$ cat config.mk
export PLATFORM = sky130hd
export DESIGN_NAME = msx_slots
export DESIGN_NICKNAME = d
export VERILOG_FILES = /design/src/source/msx_pkg.sv /design/src/source/msx_slot_cfg.sv /design/src/source/msx_subslot.sv /design/src/source/msx_mapper.sv /design/src/source/msx_mem_route.sv /design/src/source/msx_slots.sv
export SDC_FILE = /design/constraint.sdc
export NUM_CORES = 2
export LEC_CHECK = 0
export BUFFER_PORTS_ARGS = -buffer_cell sky130_fd_sc_hd__buf_2
export CORE_AREA = 2 2 228 455
export CTS_CLUSTER_DIAMETER = 200
export DETAILED_ROUTE_END_ITERATION = 10
export DIE_AREA = 0 0 230 457
export GPL_ROUTABILITY_DRIVEN = 0
export PLACE_DENSITY = 0.89
export SLEW_MARGIN = 0
export SYNTH_ARGS = -nofsm -noshare
export SYNTH_HDL_FRONTEND = slang
export SYNTH_SLANG_ARGS = --single-unit
$ cat constraint.sdc
create_clock -name clk -period 18.7 [get_ports clk]
set_clock_uncertainty 0.05 [all_clocks]
set_input_delay 1.87 -clock clk [delete_from_list [all_inputs] [get_ports clk]]
set_output_delay 1.87 -clock clk [all_outputs]
set_load 0.03 [all_outputs]
$ cat src/source/msx_pkg.sv
package msx_pkg;

    // Widths that carry a meaning on the buses
    typedef logic [15:0] cpu_addr_t;    // Z80 address
    typedef logic [7:0]  byte_t;        // CPU / RAM data byte
    typedef logic [26:0] ram_addr_t;    // External RAM byte address
    typedef logic [15:0] blocks_t;      // Region size in 16 KB blocks
    typedef logic [5:0]  layout_id_t;   // {slot, subslot, page}
    typedef logic [3:0]  ram_ref_t;     // RAM lookup index

    // Mapper kinds kept in this core
    typedef enum logic [1:0] {
        map_none   = 2'd0,              // Nothing mapped so reads float high
        map_plain  = 2'd1,              // Linear ROM/RAM
        map_ascii8 = 2'd2               // Four 8 KB switchable banks
    } mapper_e;

    // APB slave phases
    typedef enum logic {
        apb_idle   = 1'b0,
        apb_access = 1'b1
    } apb_state_e;

    // Table depths
    localparam int LAYOUT_ENTRIES = 64;   // 4 slots x 4 subslots x 4 pages
    localparam int RAM_ENTRIES    = 16;

    // 16 KB page granularity
    localparam int BLOCK_SHIFT = 14;

    // ASCII8 works in 8 KB windows
    localparam int BANK_SHIFT = 13;
    localparam cpu_addr_t ASCII8_WIN_LO = 16'h4000;
    localparam cpu_addr_t ASCII8_WIN_HI = 16'hBFFF;

    // Expander register reads back inverted
    localparam cpu_addr_t SUBSLOT_REG_ADDR = 16'hFFFF;

    // APB map in byte addresses of 32-bit words
    localparam logic [11:0] LAYOUT_BASE   = 12'h000;   // 64 words
    localparam logic [11:0] RAM_BASE      = 12'h100;   // 16 x {base, size}
    localparam logic [11:0] EXPANDER_ADDR = 12'h180;

    // Layout word holds the mapper in [1:0] and the RAM reference from here up
    localparam int LAYOUT_REF_LSB = 4;

    // RAM size word carries blocks in [15:0] and the read-only flag here
    localparam int RAM_RO_BIT = 16;

endpackage

$ cat src/source/msx_slot_cfg.sv
`timescale 1ns/100ps

module msx_slot_cfg import msx_pkg::*; (
    input  logic        clk,
    input  logic        rst_n,
    // APB configuration
    input  logic        psel,
    input  logic        penable,
    input  logic        pwrite,
    input  logic [11:0] paddr,
    input  logic [31:0] pwdata,
    output logic [31:0] prdata,
    output logic        pready,
    output logic        pslverr,
    // Lookup side
    input  logic [1:0]  active_slot,
    input  logic [1:0]  active_subslot,
    input  cpu_addr_t   cpu_addr,
    output logic [3:0]  expander_en,      // Per primary slot
    output mapper_e     active_map,
    output ram_addr_t   active_base,
    output blocks_t     active_blocks,
    output logic        active_ro
);

    apb_state_e state;

    // Tables
    mapper_e   layout_map [LAYOUT_ENTRIES];
    ram_ref_t  layout_ref [LAYOUT_ENTRIES];
    ram_addr_t ram_base   [RAM_ENTRIES];
    blocks_t   ram_blocks [RAM_ENTRIES];
    logic      ram_ro     [RAM_ENTRIES];

    // Address decode
    logic       sel_layout, sel_ram, sel_exp, addr_ok;
    logic       access, wr_en;
    layout_id_t lay_idx;
    ram_ref_t   ram_idx;
    layout_id_t layout_id;
    ram_ref_t   act_ref;

    assign sel_layout = paddr[11:8] == LAYOUT_BASE[11:8];
    assign sel_ram    = paddr[11:7] == RAM_BASE[11:7];
    assign sel_exp    = paddr[11:2] == EXPANDER_ADDR[11:2];
    assign addr_ok    = sel_layout | sel_ram | sel_exp;
    assign lay_idx    = paddr[7:2];            // One word per entry
    assign ram_idx    = paddr[6:3];            // Two words per entry

    assign access  = (state == apb_access) & psel & penable;
    assign pready  = access;                   // No wait states
    assign pslverr = access & ~addr_ok;
    assign wr_en   = access & pwrite & addr_ok;

    always_ff @(posedge clk or negedge rst_n) begin
        if (!rst_n) begin
            state <= apb_idle;
        end else begin
            case (state)
                apb_idle:   if (psel && !penable) state <= apb_access;  // Setup seen
                apb_access: if (penable || !psel) state <= apb_idle;
                default:    state <= apb_idle;
            endcase
        end
    end

    // Control part of the tables
    always_ff @(posedge clk or negedge rst_n) begin
        if (!rst_n) begin
            expander_en <= '0;
            for (int i = 0; i < LAYOUT_ENTRIES; i++) layout_map[i] <= map_none;
        end else if (wr_en) begin
            if (sel_layout) layout_map[lay_idx] <= mapper_e'(pwdata[1:0]);
            if (sel_exp)    expander_en <= pwdata[3:0];
        end
    end

    // Layout references and RAM regions
    always_ff @(posedge clk) begin
        if (wr_en && sel_layout)
            layout_ref[lay_idx] <= pwdata[LAYOUT_REF_LSB +: $bits(ram_ref_t)];
        if (wr_en && sel_ram) begin
            if (!paddr[2]) begin
                ram_base[ram_idx] <= pwdata[26:0];    // Word 0 holds the base
            end else begin
                ram_blocks[ram_idx] <= pwdata[15:0];  // Word 1 holds size and ro flag
                ram_ro[ram_idx]     <= pwdata[RAM_RO_BIT];
            end
        end
    end

    // Readback mux
    always_comb begin
        prdata = '0;
        if (sel_layout) begin
            prdata[1:0] = layout_map[lay_idx];
            prdata[LAYOUT_REF_LSB +: $bits(ram_ref_t)] = layout_ref[lay_idx];
        end else if (sel_ram) begin
            if (!paddr[2]) begin
                prdata[26:0] = ram_base[ram_idx];
            end else begin
                prdata[15:0]       = ram_blocks[ram_idx];
                prdata[RAM_RO_BIT] = ram_ro[ram_idx];
            end
        end else if (sel_exp) begin
            prdata[3:0] = expander_en;
        end
    end

    // Layout entry chained into its RAM region
    assign layout_id     = {active_slot, active_subslot, cpu_addr[15:14]};
    assign act_ref       = layout_ref[layout_id];
    assign active_map    = layout_map[layout_id];
    assign active_base   = ram_base[act_ref];
    assign active_blocks = ram_blocks[act_ref];
    assign active_ro     = ram_ro[act_ref];

endmodule

$ cat src/source/msx_subslot.sv
`timescale 1ns/100ps

module msx_subslot import msx_pkg::*; (
    input  logic       clk,
    input  logic       rst_n,
    input  cpu_addr_t  cpu_addr,
    input  byte_t      cpu_dout,        // Data from CPU
    input  logic       cpu_wr,          // One-cycle strobe
    input  logic       cpu_rd,          // Read level
    input  logic [1:0] active_slot,
    input  logic [3:0] expander_en,
    output logic [1:0] active_subslot,
    output byte_t      subslot_data,
    output logic       subslot_hit      // Expander owns the data bus
);

    // One register per primary slot, 2 bits per page
    byte_t subslot_reg [4];

    logic  expanded;
    logic  reg_addr;
    byte_t cur_reg;

    assign expanded = expander_en[active_slot];
    assign reg_addr = cpu_addr == SUBSLOT_REG_ADDR;
    assign cur_reg  = subslot_reg[active_slot];

    always_ff @(posedge clk or negedge rst_n) begin
        if (!rst_n) begin
            for (int i = 0; i < 4; i++) subslot_reg[i] <= '0;
        end else if (cpu_wr && reg_addr && expanded) begin
            subslot_reg[active_slot] <= cpu_dout;   // Plain slot ignores it
        end
    end

    // Subslot of the page being addressed
    always_comb begin
        case (cpu_addr[15:14])
            2'd0:    active_subslot = cur_reg[1:0];
            2'd1:    active_subslot = cur_reg[3:2];
            2'd2:    active_subslot = cur_reg[5:4];
            default: active_subslot = cur_reg[7:6];
        endcase
        if (!expanded)
            active_subslot = 2'd0;                  // Only subslot 0 exists
    end

    // Readback is inverted on real expanders
    assign subslot_data = ~cur_reg;
    assign subslot_hit  = cpu_rd & reg_addr & expanded;

endmodule

$ cat src/source/msx_mapper.sv
`timescale 1ns/100ps

module msx_mapper import msx_pkg::*; (
    input  logic       clk,
    input  logic       rst_n,
    input  cpu_addr_t  cpu_addr,
    input  byte_t      cpu_dout,
    input  logic       cpu_wr,
    input  mapper_e    active_map,
    input  logic [1:0] active_slot,
    output ram_addr_t  block_offset,    // Offset inside the RAM region
    output logic       map_valid
);

    // ASCII8 bank numbers, four per primary slot
    byte_t bank_reg [4][4];

    logic       bank_wr;
    logic       in_win;
    logic [1:0] win_idx;
    byte_t      bank_sel;

    // Bank registers sit at 6000h-7FFFh, 2 KB apart
    assign bank_wr = cpu_wr & (active_map == map_ascii8) & (cpu_addr[15:13] == 3'b011);

    always_ff @(posedge clk or negedge rst_n) begin
        if (!rst_n) begin
            for (int s = 0; s < 4; s++) begin
                for (int b = 0; b < 4; b++) bank_reg[s][b] <= '0;
            end
        end else if (bank_wr) begin
            bank_reg[active_slot][cpu_addr[12:11]] <= cpu_dout;
        end
    end

    // 4000h 6000h 8000h A000h map to windows 0..3
    assign in_win   = (cpu_addr >= ASCII8_WIN_LO) && (cpu_addr <= ASCII8_WIN_HI);
    assign win_idx  = {cpu_addr[15], cpu_addr[13]};
    assign bank_sel = bank_reg[active_slot][win_idx];

    always_comb begin
        block_offset = '0;
        map_valid    = 1'b0;
        case (active_map)
            map_plain: begin
                // Page number times 16 KB plus address in page
                block_offset = ram_addr_t'(cpu_addr[15:BLOCK_SHIFT]) << BLOCK_SHIFT;
                block_offset = block_offset | ram_addr_t'(cpu_addr[BLOCK_SHIFT-1:0]);
                map_valid    = 1'b1;
            end
            map_ascii8: begin
                // Bank times 8 KB plus low 13 bits
                block_offset = ram_addr_t'({bank_sel, cpu_addr[BANK_SHIFT-1:0]});
                map_valid    = in_win;                 // Outside window nothing
            end
            default: begin
                block_offset = '0;
                map_valid    = 1'b0;
            end
        endcase
    end

endmodule

$ cat src/source/msx_mem_route.sv
`timescale 1ns/100ps

module msx_mem_route import msx_pkg::*; (
    input  cpu_addr_t cpu_addr,
    input  logic      cpu_wr,
    input  logic      cpu_rd,
    input  ram_addr_t active_base,
    input  blocks_t   active_blocks,
    input  logic      active_ro,
    input  ram_addr_t block_offset,
    input  logic      map_valid,
    input  logic      subslot_hit,
    input  byte_t     subslot_data,
    input  byte_t     ram_dout,         // Data from RAM
    output ram_addr_t ram_addr,
    output logic      ram_rnw,          // High = read
    output logic      sdram_ce,
    output byte_t     data,             // To CPU
    output logic      data_oe_rq
);

    // Region limit in bytes needs more bits than ram_addr_t
    logic [$bits(blocks_t)+BLOCK_SHIFT-1:0] limit;
    logic in_bounds;
    logic mapped;
    logic sub_reg;

    assign limit     = {active_blocks, {BLOCK_SHIFT{1'b0}}};
    assign in_bounds = {{($bits(limit)-$bits(ram_addr_t)){1'b0}}, block_offset} < limit;
    assign mapped    = map_valid & in_bounds;

    // FFFFh belongs to the expander and is never written through
    assign sub_reg = cpu_addr == SUBSLOT_REG_ADDR;

    assign ram_addr = active_base + block_offset;
    assign sdram_ce = mapped & ~subslot_hit & (cpu_rd | cpu_wr);
    assign ram_rnw  = ~cpu_wr | active_ro | sub_reg;   // ROM stays read

    // Expander readback has priority and empty space floats high
    always_comb begin
        if (subslot_hit)
            data = subslot_data;
        else if (mapped)
            data = ram_dout;
        else
            data = 8'hFF;
    end

    assign data_oe_rq = subslot_hit;

endmodule

$ cat src/source/msx_slots.sv
`timescale 1ns/100ps

module msx_slots import msx_pkg::*; (
    input  logic        clk,
    input  logic        rst_n,
    // APB configuration
    input  logic        psel,
    input  logic        penable,
    input  logic        pwrite,
    input  logic [11:0] paddr,
    input  logic [31:0] pwdata,
    output logic [31:0] prdata,
    output logic        pready,
    output logic        pslverr,
    // CPU strobe bus
    input  cpu_addr_t   cpu_addr,
    input  byte_t       cpu_dout,
    input  logic        cpu_wr,
    input  logic        cpu_rd,
    input  logic [1:0]  active_slot,    // From the PPI
    // External RAM
    output ram_addr_t   ram_addr,
    output logic        ram_rnw,
    output logic        sdram_ce,
    input  byte_t       ram_dout,
    // Back to CPU
    output byte_t       data,
    output logic        data_oe_rq
);

    logic [3:0] expander_en;
    logic [1:0] active_subslot;
    byte_t      subslot_data;
    logic       subslot_hit;
    mapper_e    active_map;
    ram_addr_t  active_base;
    blocks_t    active_blocks;
    logic       active_ro;
    ram_addr_t  block_offset;
    logic       map_valid;

    // Tables and region lookup
    msx_slot_cfg u_cfg (
        .clk, .rst_n,
        .psel, .penable, .pwrite, .paddr, .pwdata, .prdata, .pready, .pslverr,
        .active_slot, .active_subslot, .cpu_addr,
        .expander_en, .active_map, .active_base, .active_blocks, .active_ro
    );

    // FFFFh expander registers
    msx_subslot u_subslot (
        .clk, .rst_n, .cpu_addr, .cpu_dout, .cpu_wr, .cpu_rd,
        .active_slot, .expander_en, .active_subslot, .subslot_data, .subslot_hit
    );

    // Offset inside the region
    msx_mapper u_mapper (
        .clk, .rst_n, .cpu_addr, .cpu_dout, .cpu_wr,
        .active_map, .active_slot, .block_offset, .map_valid
    );

    // RAM side and data return
    msx_mem_route u_route (
        .cpu_addr, .cpu_wr, .cpu_rd,
        .active_base, .active_blocks, .active_ro, .block_offset, .map_valid,
        .subslot_hit, .subslot_data, .ram_dout,
        .ram_addr, .ram_rnw, .sdram_ce, .data, .data_oe_rq
    );

endmodule

==> metrics.md <==
| Metric | Value |
|---|---|
| Antenna viol nets, final | `0` |
| Nets | `around 4000` |
| Critical path class | `in2out` |
| Dominant cells by area after synthesis | `edfxtp_1 (47%), mux4_2 (14%), dfrtp_1 (12%)` |
| Status | `complete, no violations` |
| Final core utilization | `0.652` |
| R2r endpoint | `u_mapper.bank_reg[65]` |
| Root Driver | `clkbuf_16` |
| H-tree depth | `3` |
| Gr usage total | `0.325` |
| RSZ-0062 raised after global routing | `no` |
| WHS Endpoint | `u_mapper.bank_reg[52]` |
| Vias per cell | `~7.4` |
| Top delay family on crit path | `compound AO/OA/AOI/OAI gates` |
| Chip Height | `457 um` |
| Num CTS Buffers | `107` |
| Worst-skew pair later-pin latency | `0.73 ns` |
| Post-cts sizing count | `0` |
| Predominant post-synthesis flop cell | `edfxtp_1` |
| Final setup TNS | `0 ns` |
| Clock Pin Slew Worst Setup and Hold Paths | `about 0.06 ns` |
| I/O Buffers | `between 100 and 150` |
| Sequential cell area fraction in the yosys report | `0.596` |
| Pwr/cell area | `89.6 nW/um2` |
| Max IR drop VDD | `between 0.09 and 0.1 mV` |
| Cell count after synthesis | `approximately 3800` |
| Antenna diode count | `0` |
| Max Cap Viol | `0` |
| Core box area | `102000 um2` |
| Min-delay worst type | `reg2reg` |
| Hold depth | `1` |
| Max Clock Freq | `about 70 MHz` |
| Setup bufs post-CTS | `0` |
| Most frequent cell after synthesis | `edfxtp_1` |
| TritonRoute pass-1 iters | `9` |
| Largest regs | `u_cfg.ram_base x432, u_cfg.layout_ref x256, u_cfg.ram_blocks x256` |
| Warnings from Yosys | `0` |
| Initial antenna violation count | `6` |
| CP bufs+invs | `7` |
| Site Rows | `roughly 170` |
| Final Hold Viols | `0` |
| Met2 GRT Util | `0.511` |
| DP Area | `62700 um2` |
| CTS Sinks | `1253` |
| Max FFs per register | `432` |
| Worst hold path startpoint | `u_mapper.bank_reg[52]` |
| CTS tree | `yes` |
| Met1 Resource Use GR | `0.399` |
| Fin area | `66400 um2` |
| Initial Util | `0.596` |
| Design Power | `roughly 6 mW` |
| Reg2Reg Setup Slack | `12.98 ns` |
| Number of I/O pins | `157` |
| DR iter-0 viols | `approximately 6300` |
| Final Max Slew Viols | `0` |
| DIE AREA | `105000 um2` |
| Number of global-route vias before repair | `40200` |
| Largest Register | `u_cfg.ram_base` |
| Busiest grt layer | `met2` |
| Flip-flop and latch count after synthesis | `between 1000 and 1500` |
| Worst Path Arrival | `12.19 ns` |
| Die width | `230 um` |
| Worst Max-Slew Pin Slew | `1.44 ns` |
| Fraction of layout cells with a size suffix above 1 | `0.321` |
| Ys async rst share | `0.234` |
| Worst path required time | `16.78 ns` |
| Vias | `39300` |
| Syn avg cell area | `15.9 um2` |
| Largest net degree at the start of global routing | `approximately 140` |
| Final setup fails | `0` |
| Commonest cells in the netlist | `edfxtp_1 (960), mux2_2 (448), mux4_2 (386)` |
| Final min period | `about 14 ns` |
| Area fraction of the dominant cell type after synthesis | `0.475` |
| Reg2Reg Depth | `12` |
| Synthesized area | `between 60000 and 70000 um2` |
| Met3 Usage GRT | `0.0927` |
| Routed wire length | `171 mm` |
| Area Growth Syn to Fin | `9.33%` |
| Slowest-stage cell, CP | `buf_4` |
| Routed len/inst | `32.2 um` |
| First-pass GRT wire length | `253 mm` |
| Crit path launch type | `primary input` |
| Grt ovf | `0` |
| Static leakage | `~24 nW` |
| CP Capture Type | `primary output` |
| Bufs on Longest Clock Path | `3` |
| Drt drc | `0` |
| Final HPWL DP | `101 mm` |
| CP most frequent cell | `o21ai_0` |
| FF-to-FF Start | `u_subslot.subslot_reg[1]` |
| Post-synth EDFFs | `960` |
| Tcrit/Tclk final | `0.755` |
| Relative slew margins | `0.0392` |
| Hold-fix buffers, CTS | `0` |
| Largest area contributor in the netlist | `edfxtp_1` |
| Worst Path Max Fanout | `120` |
| Distinct cells, synth | `68` |
| CP peak stage delay | `0.92 ns` |
## worst register-to-register path: cells and delay by family, from the launching register on
| family | cells | cell delay (ns) |
|---|---|---|
| simple gates | 3 | 1.27 |
| mux | 5 | 2.32 |
| fa+ha+maj | 1 | 0.38 |
| buf+inv | 1 | 0.66 |
| compound gates | 2 | 0.54 |
| flops | 1 | 0.38 |
## through the flow
step                hold slack, ns  cells  setup slack, ns
finish                       0.450   5307             4.59
global route                 0.459   5307             4.12
CTS                          0.452   5307             4.89
detailed placement           0.438   5107             5.05
global placement             0.431   5107             5.22
floorplan                    0.424   3826             6.55
## cell type report
class                           instances  area, um2
Sequential cell                      1253      36200
Fill cell                            6434      35400
Multi-Input combinational cell       2270      23400
Clock buffer                          124       2810
Tap cell                             1344       1680
Timing Repair Buffer                  222       1390
Clock inverter                         76        831
Inverter                               18       67.6
## power breakdown
part           internal [mW]  leakage (nW)  switching [mW]
clock network           1.29          1.76            1.05
logic                  0.205          9.72           0.397
registers               3.00          12.7        0.000375
total                   4.50          24.2            1.45
## how the worst max path moves through the flow
stage / start / to / slack, ns / cells past startpoint
after floorplan: cpu_addr[15] / ram_addr[26] / 6.55 / 37
after global placement: active_slot[1] / ram_addr[26] / 5.22 / 32
after detailed placement: cpu_addr[14] / ram_addr[26] / 5.05 / 32
after CTS: active_slot[1] / ram_addr[26] / 4.89 / 32
after global routing: cpu_addr[14] / ram_addr[22] / 4.12 / 32
final: active_slot[1] / ram_addr[26] / 4.59 / 32
## cells by family after synthesis
kind of cell | synth area share
AO/OA/AOI/OAI | 0.0562
XOR/XNOR | 0.00289
adder cells (fa/ha/maj) | 0.00713
buffers and inverters | 0.0222
flip-flops | 0.596
multiplexers | 0.272
other | 0.0000618
AND/OR/NAND/NOR | 0.0432
## layer usage
metal | routed length [um] | part of all wire | vias to the layer above
met5 | 77 | 0.00045 | -
met4 | 12300 | 0.072 | 12
met3 | 23300 | 0.14 | 796
met2 | 80700 | 0.47 | 3611
met1 | 54600 | 0.32 | 19500
li1 | - | - | 15400
## cell usage in the layout (no fill, tap or decap), drive strengths merged, types with 5 or more instances in the layout
| cell | Yosys | layout |
|---|---|---|
| inv | 18 | 24 |
| edfxtp | 960 | 960 |
| conb | 1 | 5 |
| nand4 | 23 | 23 |
| nand2 | 139 | 139 |
| and2 | 19 | 19 |
| o211ai | 40 | 40 |
| mux4 | 386 | 386 |
| bufinv | 0 | 15 |
| nand3 | 31 | 31 |
| a221oi | 34 | 34 |
| nor2 | 258 | 258 |
| a211o | 5 | 5 |
| nor2b | 34 | 34 |
| clkbuf | 151 | 124 |
| ha | 33 | 33 |
| a31oi | 15 | 15 |
| nor4 | 17 | 17 |
| a21o | 10 | 10 |
| mux2 | 448 | 448 |
| mux2i | 278 | 278 |
| a22o | 27 | 27 |
| a211oi | 36 | 36 |
| o22ai | 5 | 5 |
| clkinv | 0 | 43 |
| dfrtp | 293 | 293 |
| nor3 | 34 | 34 |
| nand2b | 12 | 12 |
| xnor2 | 13 | 13 |
| o21ai | 103 | 103 |
| xor2 | 7 | 7 |
| clkinvlp | 0 | 12 |
| buf | 134 | 222 |
| a22oi | 85 | 85 |
| a21oi | 119 | 119 |
(Power assumes the default switching activity.)
